`config.mk`:
```
export PLATFORM = sky130hd
export DESIGN_NAME = norm_round_top
export DESIGN_NICKNAME = d
export VERILOG_FILES = /design/src/design/norm_pkg.sv /design/src/design/special_case_norm.sv /design/src/design/round_unit.sv /design/src/design/norm_round_top.sv
export VERILOG_INCLUDE_DIRS = /design/src /design/src/include
export SDC_FILE = /design/constraint.sdc
export NUM_CORES = 1
export LEC_CHECK = 0
export ABC_AREA = 1
export BUFFER_PORTS_ARGS = -buffer_cell sky130_fd_sc_hd__buf_2
export CORE_AREA = 2 2 116 163
export CTS_CLUSTER_DIAMETER = 40
export CTS_CLUSTER_SIZE = 30
export DETAILED_ROUTE_END_ITERATION = 12
export DIE_AREA = 0 0 118 165
export PLACE_DENSITY = 0.81
export SLEW_MARGIN = 20
export SYNTH_ARGS = -nofsm -noshare
export SYNTH_HDL_FRONTEND = slang
export SYNTH_SLANG_ARGS = --single-unit
```
`constraint.sdc`:
```
create_clock -name clk -period 4.91 [get_ports clk]
set_clock_uncertainty 0.1 [all_clocks]
set_input_delay 0.7365 -clock clk [delete_from_list [all_inputs] [get_ports clk]]
set_output_delay 0.7365 -clock clk [all_outputs]
set_load 0.005 [all_outputs]
```
`src/include/norm_defines.svh`:
```
//////////////////////////////////////////////////
// Field widths for the FP32/FP16 normalize and round path
// FP64 and FP16ALT are not supported
// Datapath is sized for FP32 and FP16 sits in its top bits
//////////////////////////////////////////////////

`ifndef NORM_DEFINES_SVH
`define NORM_DEFINES_SVH

//////////////////////////////////////////////////
// Format fields

`define NORM_MANT_FP32 23  // FP32 fraction bits
`define NORM_EXP_FP32  8   // FP32 exponent bits

`define NORM_MANT_FP16 10  // FP16 fraction bits
`define NORM_EXP_FP16  5   // FP16 exponent bits

//////////////////////////////////////////////////
// Datapath

// Extra low significand bits delivered by the divider
`define NORM_GUARD_W 4

`define NORM_FLEN 32  // Result word

// Upper half of a boxed FP16 result
`define NORM_BOX_FILL 16'hffff

// FP16 fraction LSB inside the FP32 aligned significand
`define NORM_FP16_LSB (`NORM_MANT_FP32 - `NORM_MANT_FP16)

`endif

```
`src/design/norm_pkg.sv`:
```
//////////////////////////////////////////////////
// Types shared by the normalize and round stages
// Significands are FP32 aligned and FP16 uses the top 11 bits
// Rounding mode codes follow the RISC-V frm encoding
//////////////////////////////////////////////////

`include "norm_defines.svh"

package norm_pkg;

  //////////////////////////////////////////////////
  // Vector types

  // Top bit weighs 1.0
  typedef logic [`NORM_MANT_FP32+`NORM_GUARD_W:0] mant_in_t;
  typedef logic signed [`NORM_EXP_FP32+1:0] exp_in_t;  // Biased, with headroom
  typedef logic [`NORM_MANT_FP32:0] mant_t;            // Hidden bit on top
  typedef logic [`NORM_EXP_FP32-1:0] exp_t;            // Packed exponent
  typedef logic [`NORM_MANT_FP32+`NORM_GUARD_W:0] round_bits_t;
  typedef logic [`NORM_FLEN-1:0] flen_t;

  //////////////////////////////////////////////////
  // Enums

  typedef enum logic {FMT_FP32 = 1'b0, FMT_FP16 = 1'b1} fmt_e;

  typedef enum logic {OP_DIV = 1'b0, OP_SQRT = 1'b1} op_e;

  // Unlisted codes truncate
  typedef enum logic [2:0] {
    RM_RNE = 3'b000,
    RM_RTZ = 3'b001,
    RM_RDN = 3'b010,
    RM_RUP = 3'b011
  } rm_e;

  //////////////////////////////////////////////////
  // Structs

  typedef struct packed {
    logic nv;  // Invalid
    logic dz;  // Divide by zero
    logic of;  // Overflow
    logic uf;  // Underflow
    logic nx;  // Inexact
  } fflags_t;

  // Request from the divide/sqrt core
  typedef struct packed {
    mant_in_t mant;
    exp_in_t  exp;
    logic     sign;
    op_e      op;
    logic     nan_a;
    logic     nan_b;
    logic     snan;
    logic     inf_a;
    logic     inf_b;
    logic     zero_a;
    logic     zero_b;
    rm_e      rm;
    fmt_e     fmt;
  } norm_req_t;

  // Between stage one and stage two
  typedef struct packed {
    mant_t       mant;
    exp_t        exp;
    round_bits_t round_bits;  // Below mant LSB
    logic        sign;
    logic        special;     // Final value, skip rounding
    rm_e         rm;
    fmt_e        fmt;
    fflags_t     flags;
  } norm_mid_t;

endpackage

```
`src/design/special_case_norm.sv`:
```
//////////////////////////////////////////////////
// Stage one of normalize and round
// Special results leave already packed with special set
// Denormals are right shifted to exponent 0 here
// One cycle latency and no back-pressure
//////////////////////////////////////////////////

`timescale 1ns/1ps
`include "norm_defines.svh"

module special_case_norm
  import norm_pkg::*;
(
  input  logic      clk,
  input  logic      rst,
  input  logic      in_valid,
  input  norm_req_t req,
  output logic      mid_valid,
  output norm_mid_t mid
);

  localparam int SHIFT_W  = $bits(mant_t) + $bits(round_bits_t);  // 52
  localparam int SIG_FP32 = `NORM_MANT_FP32 + 1;
  localparam int SIG_FP16 = `NORM_MANT_FP16 + 1;
  localparam int RS_W     = $clog2(SIG_FP32 + 1);  // Enough for a 24 bit shift
  localparam int CNT_W    = $bits(exp_in_t) + 1;

  // Quiet NaN has only the top fraction bit
  localparam mant_t QNAN_MANT = mant_t'(1) << (`NORM_MANT_FP32 - 1);

  logic                    is_div;
  logic                    is_sqrt;
  logic                    top_bit;       // 1.x versus 0.1x
  logic                    denorm;
  exp_in_t                 exp_max;       // All ones for the target format
  exp_in_t                 exp_dec;
  logic signed [CNT_W-1:0] rs_count;      // Right shifts to reach exponent 0
  logic signed [CNT_W-1:0] sig_w;         // Format significand width
  logic [SHIFT_W-1:0]      base_vec;
  logic [SHIFT_W-1:0]      rs_vec;
  logic [SHIFT_W-1:0]      norm_vec;
  norm_mid_t               mid_d;

  //////////////////////////////////////////////////
  // Classification helpers

  assign is_div  = (req.op == OP_DIV);
  assign is_sqrt = (req.op == OP_SQRT);
  assign top_bit = req.mant[$bits(mant_in_t)-1];

  assign exp_max = (req.fmt == FMT_FP32) ? exp_in_t'(2**`NORM_EXP_FP32 - 1)
                                         : exp_in_t'(2**`NORM_EXP_FP16 - 1);
  assign sig_w   = (req.fmt == FMT_FP32) ? CNT_W'(SIG_FP32) : CNT_W'(SIG_FP16);
  assign exp_dec = req.exp - exp_in_t'(1);

  // Exp <= 0, or exp 1 still below 1.0
  assign denorm = (req.exp <= exp_in_t'(0)) ||
                  ((req.exp == exp_in_t'(1)) && !top_bit);

  // 1 - exp, sign extended
  assign rs_count = CNT_W'(1) - CNT_W'(req.exp);

  // Input at top, room below for shifted-out bits
  assign base_vec = {req.mant, {$bits(mant_t){1'b0}}};
  assign rs_vec   = base_vec >> rs_count[RS_W-1:0];
  assign norm_vec = top_bit ? base_vec : (base_vec << 1);

  //////////////////////////////////////////////////
  // Priority chain

  always_comb
  begin
    mid_d         = '0;
    mid_d.sign    = req.sign;
    mid_d.rm      = req.rm;
    mid_d.fmt     = req.fmt;
    mid_d.special = 1'b1;                   // Cleared on the rounding paths
    if (req.nan_a || req.nan_b)
    begin
      mid_d.sign     = 1'b0;                // Canonical NaN
      mid_d.mant     = QNAN_MANT;
      mid_d.exp      = '1;
      mid_d.flags.nv = req.snan;
    end
    else if (req.inf_a)
    begin
      mid_d.exp = '1;
      if (is_div && req.inf_b)
      begin
        mid_d.sign     = 1'b0;             // inf/inf
        mid_d.mant     = QNAN_MANT;
        mid_d.flags.nv = 1'b1;
      end
      else
        mid_d.flags.of = 1'b1;             // Signed infinity
    end
    else if (is_div && req.inf_b)
      mid_d.exp = '0;                       // x/inf gives signed zero
    else if (req.zero_a)
    begin
      if (is_div && req.zero_b)
      begin
        mid_d.sign     = 1'b0;             // 0/0
        mid_d.mant     = QNAN_MANT;
        mid_d.exp      = '1;
        mid_d.flags.nv = 1'b1;
      end
    end
    else if (is_div && req.zero_b)
    begin
      mid_d.exp      = '1;                  // x/0
      mid_d.flags.dz = 1'b1;
    end
    else if (is_sqrt && req.sign)
    begin
      mid_d.sign     = 1'b0;                // Root of a negative value
      mid_d.mant     = QNAN_MANT;
      mid_d.exp      = '1;
      mid_d.flags.nv = 1'b1;
    end
    else if (denorm)
    begin
      mid_d.flags.uf = 1'b1;
      // Whole significand shifted out
      if (rs_count > sig_w)
        mid_d.flags.nx = 1'b1;              // Flush to signed zero
      else
      begin
        mid_d.special                  = 1'b0;
        {mid_d.mant, mid_d.round_bits} = rs_vec;
        mid_d.exp                      = '0;
      end
    end
    else if (req.exp >= exp_max)
    begin
      mid_d.exp      = '1;                  // Overflow to infinity
      mid_d.flags.of = 1'b1;
      mid_d.flags.nx = 1'b1;
    end
    else
    begin
      mid_d.special                  = 1'b0;
      {mid_d.mant, mid_d.round_bits} = norm_vec;
      // 0.1x form drops one from the exponent
      mid_d.exp = top_bit ? exp_t'(req.exp) : exp_t'(exp_dec);
    end
  end

  //////////////////////////////////////////////////
  // Pipeline register

  always_ff @(posedge clk)
  begin
    if (rst)
      mid_valid <= 1'b0;
    else
      mid_valid <= in_valid;
  end

  // Payload only moves with a request
  always_ff @(posedge clk)
  begin
    if (in_valid)
      mid <= mid_d;
  end

endmodule

```
`src/design/round_unit.sv`:
```
//////////////////////////////////////////////////
// Stage two of normalize and round
// Rounds at the format LSB and renormalizes on carry
// FP16 results are NaN-boxed into 32 bits
// One cycle latency, output must be taken when valid
//////////////////////////////////////////////////

`timescale 1ns/1ps
`include "norm_defines.svh"

module round_unit
  import norm_pkg::*;
(
  input  logic      clk,
  input  logic      rst,
  input  logic      mid_valid,
  input  norm_mid_t mid,
  output logic      out_valid,
  output flen_t     result,
  output fflags_t   fflags
);

  localparam int   MANT_W    = $bits(mant_t);
  localparam int   RB_W      = $bits(round_bits_t);
  localparam int   EXP_W     = $bits(exp_t);
  localparam int   FP16_LSB  = `NORM_FP16_LSB;
  localparam exp_t EXP_FP32  = exp_t'(2**`NORM_EXP_FP32 - 1);
  localparam exp_t EXP_FP16  = exp_t'(2**`NORM_EXP_FP16 - 1);

  mant_t          upper;       // Kept bits, low part cleared
  mant_t          inc_vec;     // One at the format LSB
  logic           lsb;
  logic           guard;
  logic           sticky;
  logic           inexact;
  logic           round_up;
  exp_t           exp_max;
  logic [MANT_W:0] sum;
  logic           carry;
  logic           promote;     // Denormal rounded up to the smallest normal
  mant_t          mant_rnd;
  logic [EXP_W:0] exp_rnd;
  logic           ovf;
  mant_t          mant_fin;
  exp_t           exp_fin;
  flen_t          result_d;
  fflags_t        fflags_d;

  //////////////////////////////////////////////////
  // Guard and sticky per format

  always_comb
  begin
    if (mid.fmt == FMT_FP32)
    begin
      upper   = mid.mant;
      inc_vec = mant_t'(1);
      lsb     = mid.mant[0];
      guard   = mid.round_bits[RB_W-1];
      sticky  = |mid.round_bits[RB_W-2:0];
      exp_max = EXP_FP32;
    end
    else
    begin
      upper   = {mid.mant[MANT_W-1:FP16_LSB], {FP16_LSB{1'b0}}};
      inc_vec = mant_t'(1) << FP16_LSB;
      lsb     = mid.mant[FP16_LSB];
      guard   = mid.mant[FP16_LSB-1];
      sticky  = (|mid.mant[FP16_LSB-2:0]) | (|mid.round_bits);
      exp_max = EXP_FP16;
    end
  end

  assign inexact = guard | sticky;

  // Round-up decision
  always_comb
  begin
    case (mid.rm)
      RM_RNE:  round_up = guard & (sticky | lsb);  // Ties to even
      RM_RUP:  round_up = inexact & ~mid.sign;
      RM_RDN:  round_up = inexact & mid.sign;
      default: round_up = 1'b0;                    // RTZ and unknown codes
    endcase
  end

  //////////////////////////////////////////////////
  // Add, renormalize, overflow

  assign sum      = {1'b0, upper} + (round_up ? {1'b0, inc_vec} : '0);
  assign carry    = sum[MANT_W];
  assign promote  = (mid.exp == '0) && sum[MANT_W-1];
  assign mant_rnd = carry ? sum[MANT_W:1] : sum[MANT_W-1:0];
  assign exp_rnd  = {1'b0, mid.exp} + (EXP_W+1)'(carry | promote);
  assign ovf      = (exp_rnd >= {1'b0, exp_max});  // Carry hit all ones

  always_comb
  begin
    fflags_d = mid.flags;
    if (mid.special)
    begin
      mant_fin = mid.mant;                         // Packed in stage one
      exp_fin  = mid.exp;
    end
    else if (ovf)
    begin
      mant_fin    = '0;                            // Infinity
      exp_fin     = '1;
      fflags_d.of = 1'b1;
      fflags_d.nx = 1'b1;
    end
    else
    begin
      mant_fin    = mant_rnd;
      exp_fin     = exp_rnd[EXP_W-1:0];
      fflags_d.nx = mid.flags.nx | inexact;
    end
  end

  // Pack and box
  always_comb
  begin
    if (mid.fmt == FMT_FP32)
      result_d = {mid.sign, exp_fin, mant_fin[MANT_W-2:0]};
    else
      result_d = {`NORM_BOX_FILL, mid.sign, exp_fin[`NORM_EXP_FP16-1:0],
                  mant_fin[MANT_W-2:FP16_LSB]};
  end

  //////////////////////////////////////////////////
  // Output register

  always_ff @(posedge clk)
  begin
    if (rst)
      out_valid <= 1'b0;
    else
      out_valid <= mid_valid;
  end

  always_ff @(posedge clk)
  begin
    if (mid_valid)
    begin
      result <= result_d;
      fflags <= fflags_d;
    end
  end

endmodule

```
`src/design/norm_round_top.sv`:
```
//////////////////////////////////////////////////
// Normalize and round back end for divide/sqrt
// in_valid at edge N gives out_valid at edge N+2
// Accepts one request per cycle with no back-pressure
//////////////////////////////////////////////////

`timescale 1ns/1ps

module norm_round_top
  import norm_pkg::*;
(
  input  logic      clk,
  input  logic      rst,
  input  logic      in_valid,
  input  norm_req_t req,       // Sampled with in_valid
  output logic      out_valid,
  output flen_t     result,
  output fflags_t   fflags
);

  // Stage one to stage two
  logic      mid_valid;
  norm_mid_t mid;

  //////////////////////////////////////////////////
  // Special cases and normalization

  special_case_norm special_case_norm_i (
    .clk       (clk),
    .rst       (rst),
    .in_valid  (in_valid),
    .req       (req),
    .mid_valid (mid_valid),
    .mid       (mid)
  );

  //////////////////////////////////////////////////
  // Rounding and packing

  round_unit round_unit_i (
    .clk       (clk),
    .rst       (rst),
    .mid_valid (mid_valid),
    .mid       (mid),
    .out_valid (out_valid),
    .result    (result),
    .fflags    (fflags)
  );

endmodule

```
==> reports/qor.yml, run 1 <==
cp-start-kind: "register"
synthArstFlopShare_pct: 0
synth_mux_area_share_pct: 0.451
fp.dieArea_sq_mm: 0.0195
viasPerCell: 5.60
violations: "setup timing"
slew_headroom_pct: 42.2
grt_pass1_wl_mm: 41.0
wirelength_mm: 25.8
cts_buffers: 9
yosysMostFrequentCell: "nand2_1"
p_seq_share_pct: 45.5
rows: 58
status: "complete, but fails checks"
dpl.hpwl_mm: 19.8
syn_to_final_growth_pct: 17.9
syn-num-nets: 1286
htree_levels: 3
synth_edf_count: 108
synth_ff_type: "edfxtp_1"
antenna_cells: 0
hold_viol_final: 0
hp-class: "register to register"
overflow: 0
synth_commonest_cells: "354 x nand2_1, 122 x nand3_1, 108 x edfxtp_1"
drc: 0
worstPathBufferInverterCount: 2
dp.cells: 1542
cts_tree: "built"
report.power.total_mw: 2.51
end_kind: "register"
slowest_stage: "edfxtp_1"
drive_gt1_share_pct: 24.4
firstDrtPassIters: 5
path_common_cell: "nand2_1"
switching_power_uw: 829
hold_slack_ps: 322
final_util_pct: 58.4
rsz0062_at_grt: "yes"
ant_nets: 0
fin_area_sq_mm: 0.0105
die_height_um: 165
floorplan.initialDensity_pct: 49.5
p_leak_nw: 4.46
pwr-share-comb_pct: 26.8
fin_ws_ps: -166
clk_pin_slew_ps: 70
r2r-end: "round_unit_i.result[3]"
r2r_cells: 32
critPathArrivalTime_ps: 5090
grt_max_degree: 58
synthCells: 1214
r2r_slack_ps: -170
ios: 92
maxCapViolCount: 0
wire_per_inst_um: 16.3
p_per_area_mw_per_mm2: 240
gp_congestion: 1.03
post_dp_cell_area_sq_mm: 0.00977
cts_num_sinks: 110
final.min_clock_period_ps: 5080
timing.final.crit_share_pct: 103
initialDrtViolationCount: 937
synthAdderAreaFrac_pct: 2.54
yosysUniqueCellTypes: 52
synth-compound-area-share_pct: 14.6
path_max_fanout: 8
path_depth: 32
synth_top_family_by_area: "simple AND/OR/NAND/NOR gates"
yosys.area.top_type_share_pct: 36.5
crit_family: "simple AND/OR/NAND/NOR gates"
timing.fmax_mhz: 197
synth_xor_area_share_pct: 2.18
crit_required_ps: 4920
path_class: "register to register"
synth_area_sq_mm: 0.00888
clk_path_buf_depth: 2
io_buffers: 91
seq_area_frac_synth_pct: 37.0
fin_cells: 1583
dp_slack_ps: -208
worstSetupEndpoint: "round_unit_i.result[3]"
clock_latency_ps: 360
max_slew.worst_pin.slew_ps: 867
nets: 1410
p_clk_share_pct: 27.7
yosysTopAreaCell: "edfxtp_1"
antenna_found_initial: 0
avgSynthCellArea_sq_um: 7.31
reg2reg_from: "special_case_norm_i.mid[5]"
core_area_sq_mm: 0.0179
peakVddDrop_mv: 0.158
synthTopCellsByArea: "edfxtp_1 37%, nand2_1 15%, nand3_1 6.9%"
synth-seq-cells: 110
cp-startpoint: "special_case_norm_i.mid[5]"
die_w_um: 118
synth-simple-area-share_pct: 35.2
fin_setup_tns_ps: -2850
setup_viol: 26
p_sw_share_pct: 33.1
grt_pass1_vias: 8259
p_int_mw: 1.68
timing.critical_path.slowest_cell_delay_ps: 520
final_max_slew_viol_count: 0
grt_usage_pct: 26.7
yosys_warnings: 0
vias: 8872
cts-root-buf: "clkbuf_16"
==> final cells by class <==
class                      count  area (sq um)
multi-input combinational    931          5090
fill                        1654          7460
inverter                     114           435
tap                          240           300
sequential                   110          3280
clock inverter                 7          57.6
timing repair buffer         172          1080
clock buffer                   9           225
==> placed cells by master (no fill, tap or decap), types with 9 or more instances in the layout <==
cell	count
inv_2	9
inv_1	101
nor2_2	11
nor3_1	12
a21oi_1	36
edfxtp_1	108
nand3_1	112
nand3_2	16
nand4_1	13
buf_2	91
ha_1	15
nor4_1	10
o211ai_1	22
o21ai_1	9
nand2_1	342
o21ai_0	92
clkbuf_16	9
nor2_1	84
nand2_2	33
buf_4	77
xor2_1	14
a21oi_2	20
nor2_4	12
==> cells by family (layout without fill, tap and decap cells) <==
kind of cell	count (synthesis)	in the layout
DFF	110	110
xor gates and xnor gates	20	20
AOI/OAI and AO/OA	213	213
buffers and inverters	173	302
and+or+nand+nor	676	676
muxes	4	4
adders and majority gates	18	18
==> worst reg2reg max path, delay by kind of cell, from the launching register on <==
kind | cells | cell delay [ps]
simple gates | 24 | 2690
xor+xnor | 1 | 170
buf+inv | 2 | 380
fa+ha+maj | 3 | 680
compound gates | 2 | 310
flops | 1 | 520
==> power by group through the flow <==
stage	clock [mW]	combinational, mW	sequential, mW
6_report	0.695	0.672	1.14
5_1_grt	0.736	0.745	1.15
4_1_cts	0.705	0.651	1.14
3_5_place_dp	0	0.629	1.16
3_3_place_gp	0	0.624	1.16
2_1_floorplan	0	0.412	1.16
==> sequential cells by signal (all words and copies together), names as in the netlist <==
signal / flops
round_unit_i.result: 32
round_unit_i.out_valid: 1
round_unit_i.fflags: 5
special_case_norm_i.mid: 71
special_case_norm_i.mid_valid: 1
==> per-layer routing <==
layer | wire [um] | global-route usage [%]
met1 | 9810 | 30.1
met2 | 13100 | 47.9
met3 | 1340 | 3.49
met4 | 1540 | 16.4
met5 | 0 | 0
==> how the worst min path moves through the flow <==
stage,to,cells after the start,startpoint
2_1_floorplan,round_unit_i.fflags[1],0,special_case_norm_i.mid[1]
3_5_place_dp,round_unit_i.fflags[3],0,special_case_norm_i.mid[3]
6_report,round_unit_i.fflags[3],0,special_case_norm_i.mid[3]
4_1_cts,round_unit_i.fflags[3],0,special_case_norm_i.mid[3]
3_3_place_gp,round_unit_i.fflags[3],0,special_case_norm_i.mid[3]
5_1_grt,round_unit_i.fflags[4],0,special_case_norm_i.mid[4]
==> timing repair <==
action,in CTS,in global routing
setup buffers,20,6
hold buffers,0,0
pin swaps,30,37
setup endpoints to repair,27,33
resized for setup,32,24
No activity file was read; power rests on OpenSTA's default activity.
==> run 2: changes to the inputs <==
- ABC_AREA: 1 -> unset
- CORE_AREA: 2 2 116 163 -> 2 2 113 159
- CTS_CLUSTER_SIZE: 30 -> 20
- DIE_AREA: 0 0 118 165 -> 0 0 115 161
==> run 2 against run 1 <==
- the run still ends with setup timing left
- non-clock buffer count rose by 28
- synthesized area fell by 5.5%
- clock power rose by 7.2%
- sequential share of layout area rose by 0.29 points
- highest routed layer unchanged
- worst hold slack improved by 0.63 ps
- combinational power rose by 6.1%
- core utilization rose by 2.2 points
- count of clock-buffer cells in the layout did not move
- total power rose by 3.7%
- sequential power barely moved
==> reports/qor.yml, run 2 <==
status: "complete, but fails checks"  # unchanged
violations: "setup timing"  # unchanged
cts_tree: "built"  # unchanged
vias: 7621  # was 8872
synth-seq-cells: 110  # unchanged
p_leak_nw: 3.94  # was 4.46 nW
cts_num_sinks: 110  # unchanged
firstDrtPassIters: 5  # unchanged
ios: 92  # unchanged
cts_buffers: 9  # unchanged
cts-root-buf: "clkbuf_16"  # unchanged
final_max_slew_viol_count: 0  # unchanged
htree_levels: 3  # unchanged
dp.cells: 1136  # was 1542
yosys.area.top_type_share_pct: 38.6  # was 36.5%
initialDrtViolationCount: 605  # was 937
synthTopCellsByArea: "edfxtp_1 39%, mux4_2 6.7%, mux2i_1 6.7%"  # was edfxtp_1 37%, nand2_1 15%, nand3_1 6.9%
synth_edf_count: 108  # unchanged
grt_usage_pct: 26.0  # was 26.7%
synth_ff_type: "edfxtp_1"  # unchanged
rows: 57  # was 58
gp_congestion: 0.991  # was 1.03
yosys_warnings: 0  # unchanged
reg2reg_from: "special_case_norm_i.mid[11]"  # was special_case_norm_i.mid[5]
peakVddDrop_mv: 0.177  # was 0.158 mV
die_height_um: 161  # was 165 um
setup_viol: 33  # was 26
hold_viol_final: 0  # unchanged
seq_area_frac_synth_pct: 39.1  # was 37.0%
crit_required_ps: 4910  # was 4920 ps
synth_commonest_cells: "108 x edfxtp_1, 71 x nand2_1, 59 x nor2_1"  # was 354 x nand2_1, 122 x nand3_1, 108 x edfxtp_1
r2r_cells: 26  # was 32
synth_area_sq_mm: 0.00840  # was 0.00888 sq mm
yosysMostFrequentCell: "edfxtp_1"  # was nand2_1
wirelength_mm: 23.7  # was 25.8 mm
syn_to_final_growth_pct: 23.5  # was 17.9%
p_per_area_mw_per_mm2: 251  # was 240 mW/mm^2
regMostFlops: "special_case_norm_i.mid"  # unchanged
core_area_sq_mm: 0.0171  # was 0.0179 sq mm
antenna_found_initial: 0  # unchanged
ant_nets: 0  # unchanged
wire_per_inst_um: 19.8  # was 16.3 um
hp-start: "special_case_norm_i.mid[4]"  # was special_case_norm_i.mid[3]
nets: 1057  # was 1410
final_cell_mix: "108 x edfxtp_1, 97 x buf_4, 91 x buf_2"  # was 342 x nand2_1, 112 x nand3_1, 108 x edfxtp_1
grt_max_degree: 48  # was 58
yosysTopAreaCell: "edfxtp_1"  # unchanged
r2r-end: "round_unit_i.result[11]"  # was round_unit_i.result[3]
clk_path_buf_depth: 2  # unchanged
synthArstFlopShare_pct: 0  # unchanged
die_w_um: 115  # was 118 um
path_max_fanout: 5  # was 8
floorplan.initialDensity_pct: 49.0  # was 49.5%
dpl.hpwl_mm: 17.2  # was 19.8 mm
syn-num-nets: 912  # was 1286
avgSynthCellArea_sq_um: 9.99  # was 7.31 sq um
final_util_pct: 60.6  # was 58.4%
fin_cells: 1196  # was 1583
hold_end: "round_unit_i.fflags[4]"  # was round_unit_i.fflags[3]
antenna_cells: 0  # unchanged
final.min_clock_period_ps: 5760  # was 5080 ps
clock_latency_ps: 360  # about the same
yosysUniqueCellTypes: 73  # was 52
rsz0062_at_grt: "yes"  # unchanged
fin_area_sq_mm: 0.0104  # was 0.0105 sq mm
maxCapViolCount: 0  # unchanged
overflow: 0  # unchanged
timing.fmax_mhz: 174  # was 197 MHz
grt_pass1_vias: 7289  # was 8259
hold_buffers: 0  # unchanged
timing.final.crit_share_pct: 117  # was 103%
post_dp_cell_area_sq_mm: 0.00949  # was 0.00977 sq mm
path_class: "register to register"  # unchanged
biggestRegsByFlops: "special_case_norm_i.mid: 71 flops, round_unit_i.result: 32 flops, round_unit_i.fflags: 5 flops"  # unchanged
r2r_slack_ps: -850  # was -170 ps
critPathArrivalTime_ps: 5760  # was 5090 ps
fin_ws_ps: -851  # was -166 ps
largest_register_ffs: 71  # unchanged
final_common_cell: "edfxtp_1"  # was nand2_1
cp-start-kind: "register"  # unchanged
slew_headroom_pct: 31.4  # was 42.2%
synthCells: 840  # was 1214
min_path_cells: 0  # unchanged
drive_gt1_share_pct: 33.9  # was 24.4%
drc: 0  # unchanged
io_buffers: 91  # unchanged
grt_pass1_wl_mm: 37.9  # was 41.0 mm
hp-class: "register to register"  # unchanged
fp.dieArea_sq_mm: 0.0185  # was 0.0195 sq mm
max_slew.worst_pin.slew_ps: 1030  # was 867 ps
end_kind: "register"  # unchanged
viasPerCell: 6.37  # was 5.60
clk_pin_slew_ps: 70  # about the same
[run 2: changes by cell type after synthesis, sizes merged, moves of 18 or more]
cell    delta
mux4      +25
nor2      -49
o21ai     -65
clkbuf    +18
mux2i     +52
nand3     -96
nand2    -307
inv       -99
mux2      +20
[run 2: timing repair]
| item | 4_1_cts | 5_1_grt |
|---|---|---|
| pin swaps | 25 | 24 |
| setup buffers | 38 | 7 |
| hold endpoints to repair | 0 | 0 |
| resized for setup | 23 | 31 |
| endpoints found under the setup margin | 33 | 33 |
[run 2: cell families (layout without fill, tap and decap cells)]
| kind of cell | count (synthesis) | after routing | share of synthesized area, % |
|---|---|---|---|
| compound gates | 214 | 214 | 17.9 |
| xor+xnor | 24 | 24 | 2.59 |
| fa+ha+maj | 18 | 18 | 2.68 |
| buf+inv | 80 | 230 | 3.85 |
| flops | 110 | 110 | 39.1 |
| mux | 101 | 101 | 16.1 |
| simple gates | 293 | 293 | 17.8 |
[run 2: how the worst max path moves through the flow]
stage                                           start                 endpoint  slack (ps)  cells past startpoint
after floorplan            special_case_norm_i.mid[5]   round_unit_i.result[4]        -730                     26
after global placement    special_case_norm_i.mid[14]  round_unit_i.result[14]        -810                     26
after detailed placement  special_case_norm_i.mid[53]  round_unit_i.result[14]        -960                     26
after CTS                 special_case_norm_i.mid[38]  round_unit_i.result[11]        -700                     25
after global routing      special_case_norm_i.mid[11]  round_unit_i.result[11]       -1060                     26
final                     special_case_norm_i.mid[11]  round_unit_i.result[11]        -850                     26
[run 2: cell type report]
| type | count | area, sq um |
|---|---|---|
| fill | 1405 | 6740 |
| multi-input combinational | 650 | 5140 |
| sequential | 110 | 3280 |
| timing repair buffer | 200 | 1330 |
| tap | 206 | 258 |
| clock buffer | 9 | 225 |
| clock inverter | 7 | 80.1 |
| inverter | 14 | 60.1 |
[run 2: routing by layer]
metal	up-vias	global-route usage [%]	routed length (um)
met2	372	43.2	11800
li1	3590	-	-
met3	85	3.04	1300
met4	0	15.4	1470
met5	-	0	0
met1	3574	32.2	9160
[run 2: where the power goes]
group	total [mW]	switching (mW)	internal (mW)	leakage [nW]
clock	0.745	0.342	0.403	0.150
sequential	1.14	0.0426	1.10	1.06
combinational	0.713	0.401	0.312	2.73
total	2.60	0.786	1.81	3.94
[run 2: stage by stage]
stage          power, mW  TNS [ps]  hold slack [ps]  setup slack (ps)
2_1_floorplan       1.58    -13750              300              -734
3_3_place_gp        1.81    -20330              304              -813
3_5_place_dp        1.81    -26710              307              -964
4_1_cts             2.57    -19830              324              -696
5_1_grt             2.70    -31690              349             -1060
6_report            2.60    -24170              323              -851
[run 2: critical path, stage by stage, from the launching register on]
cell	delay [ps]
edfxtp_1	430
nor4_2	320
nand4_1	190
nor3_4	260
a211o_1	200
a211oi_2	80
and2_1	150
ha_1	300
and4b_2	280
and2_4	170
a21boi_4	70
nor3_2	150
a21oi_2	60
o21ai_2	210
ha_4	190
ha_4	120
and4_4	230
nand2_4	70
xnor2_2	150
ha_1	320
a21o_1	200
a221oi_4	320
nand4_1	250
buf_6	230
o22a_1	230
a22oi_1	150
o21ai_1	90
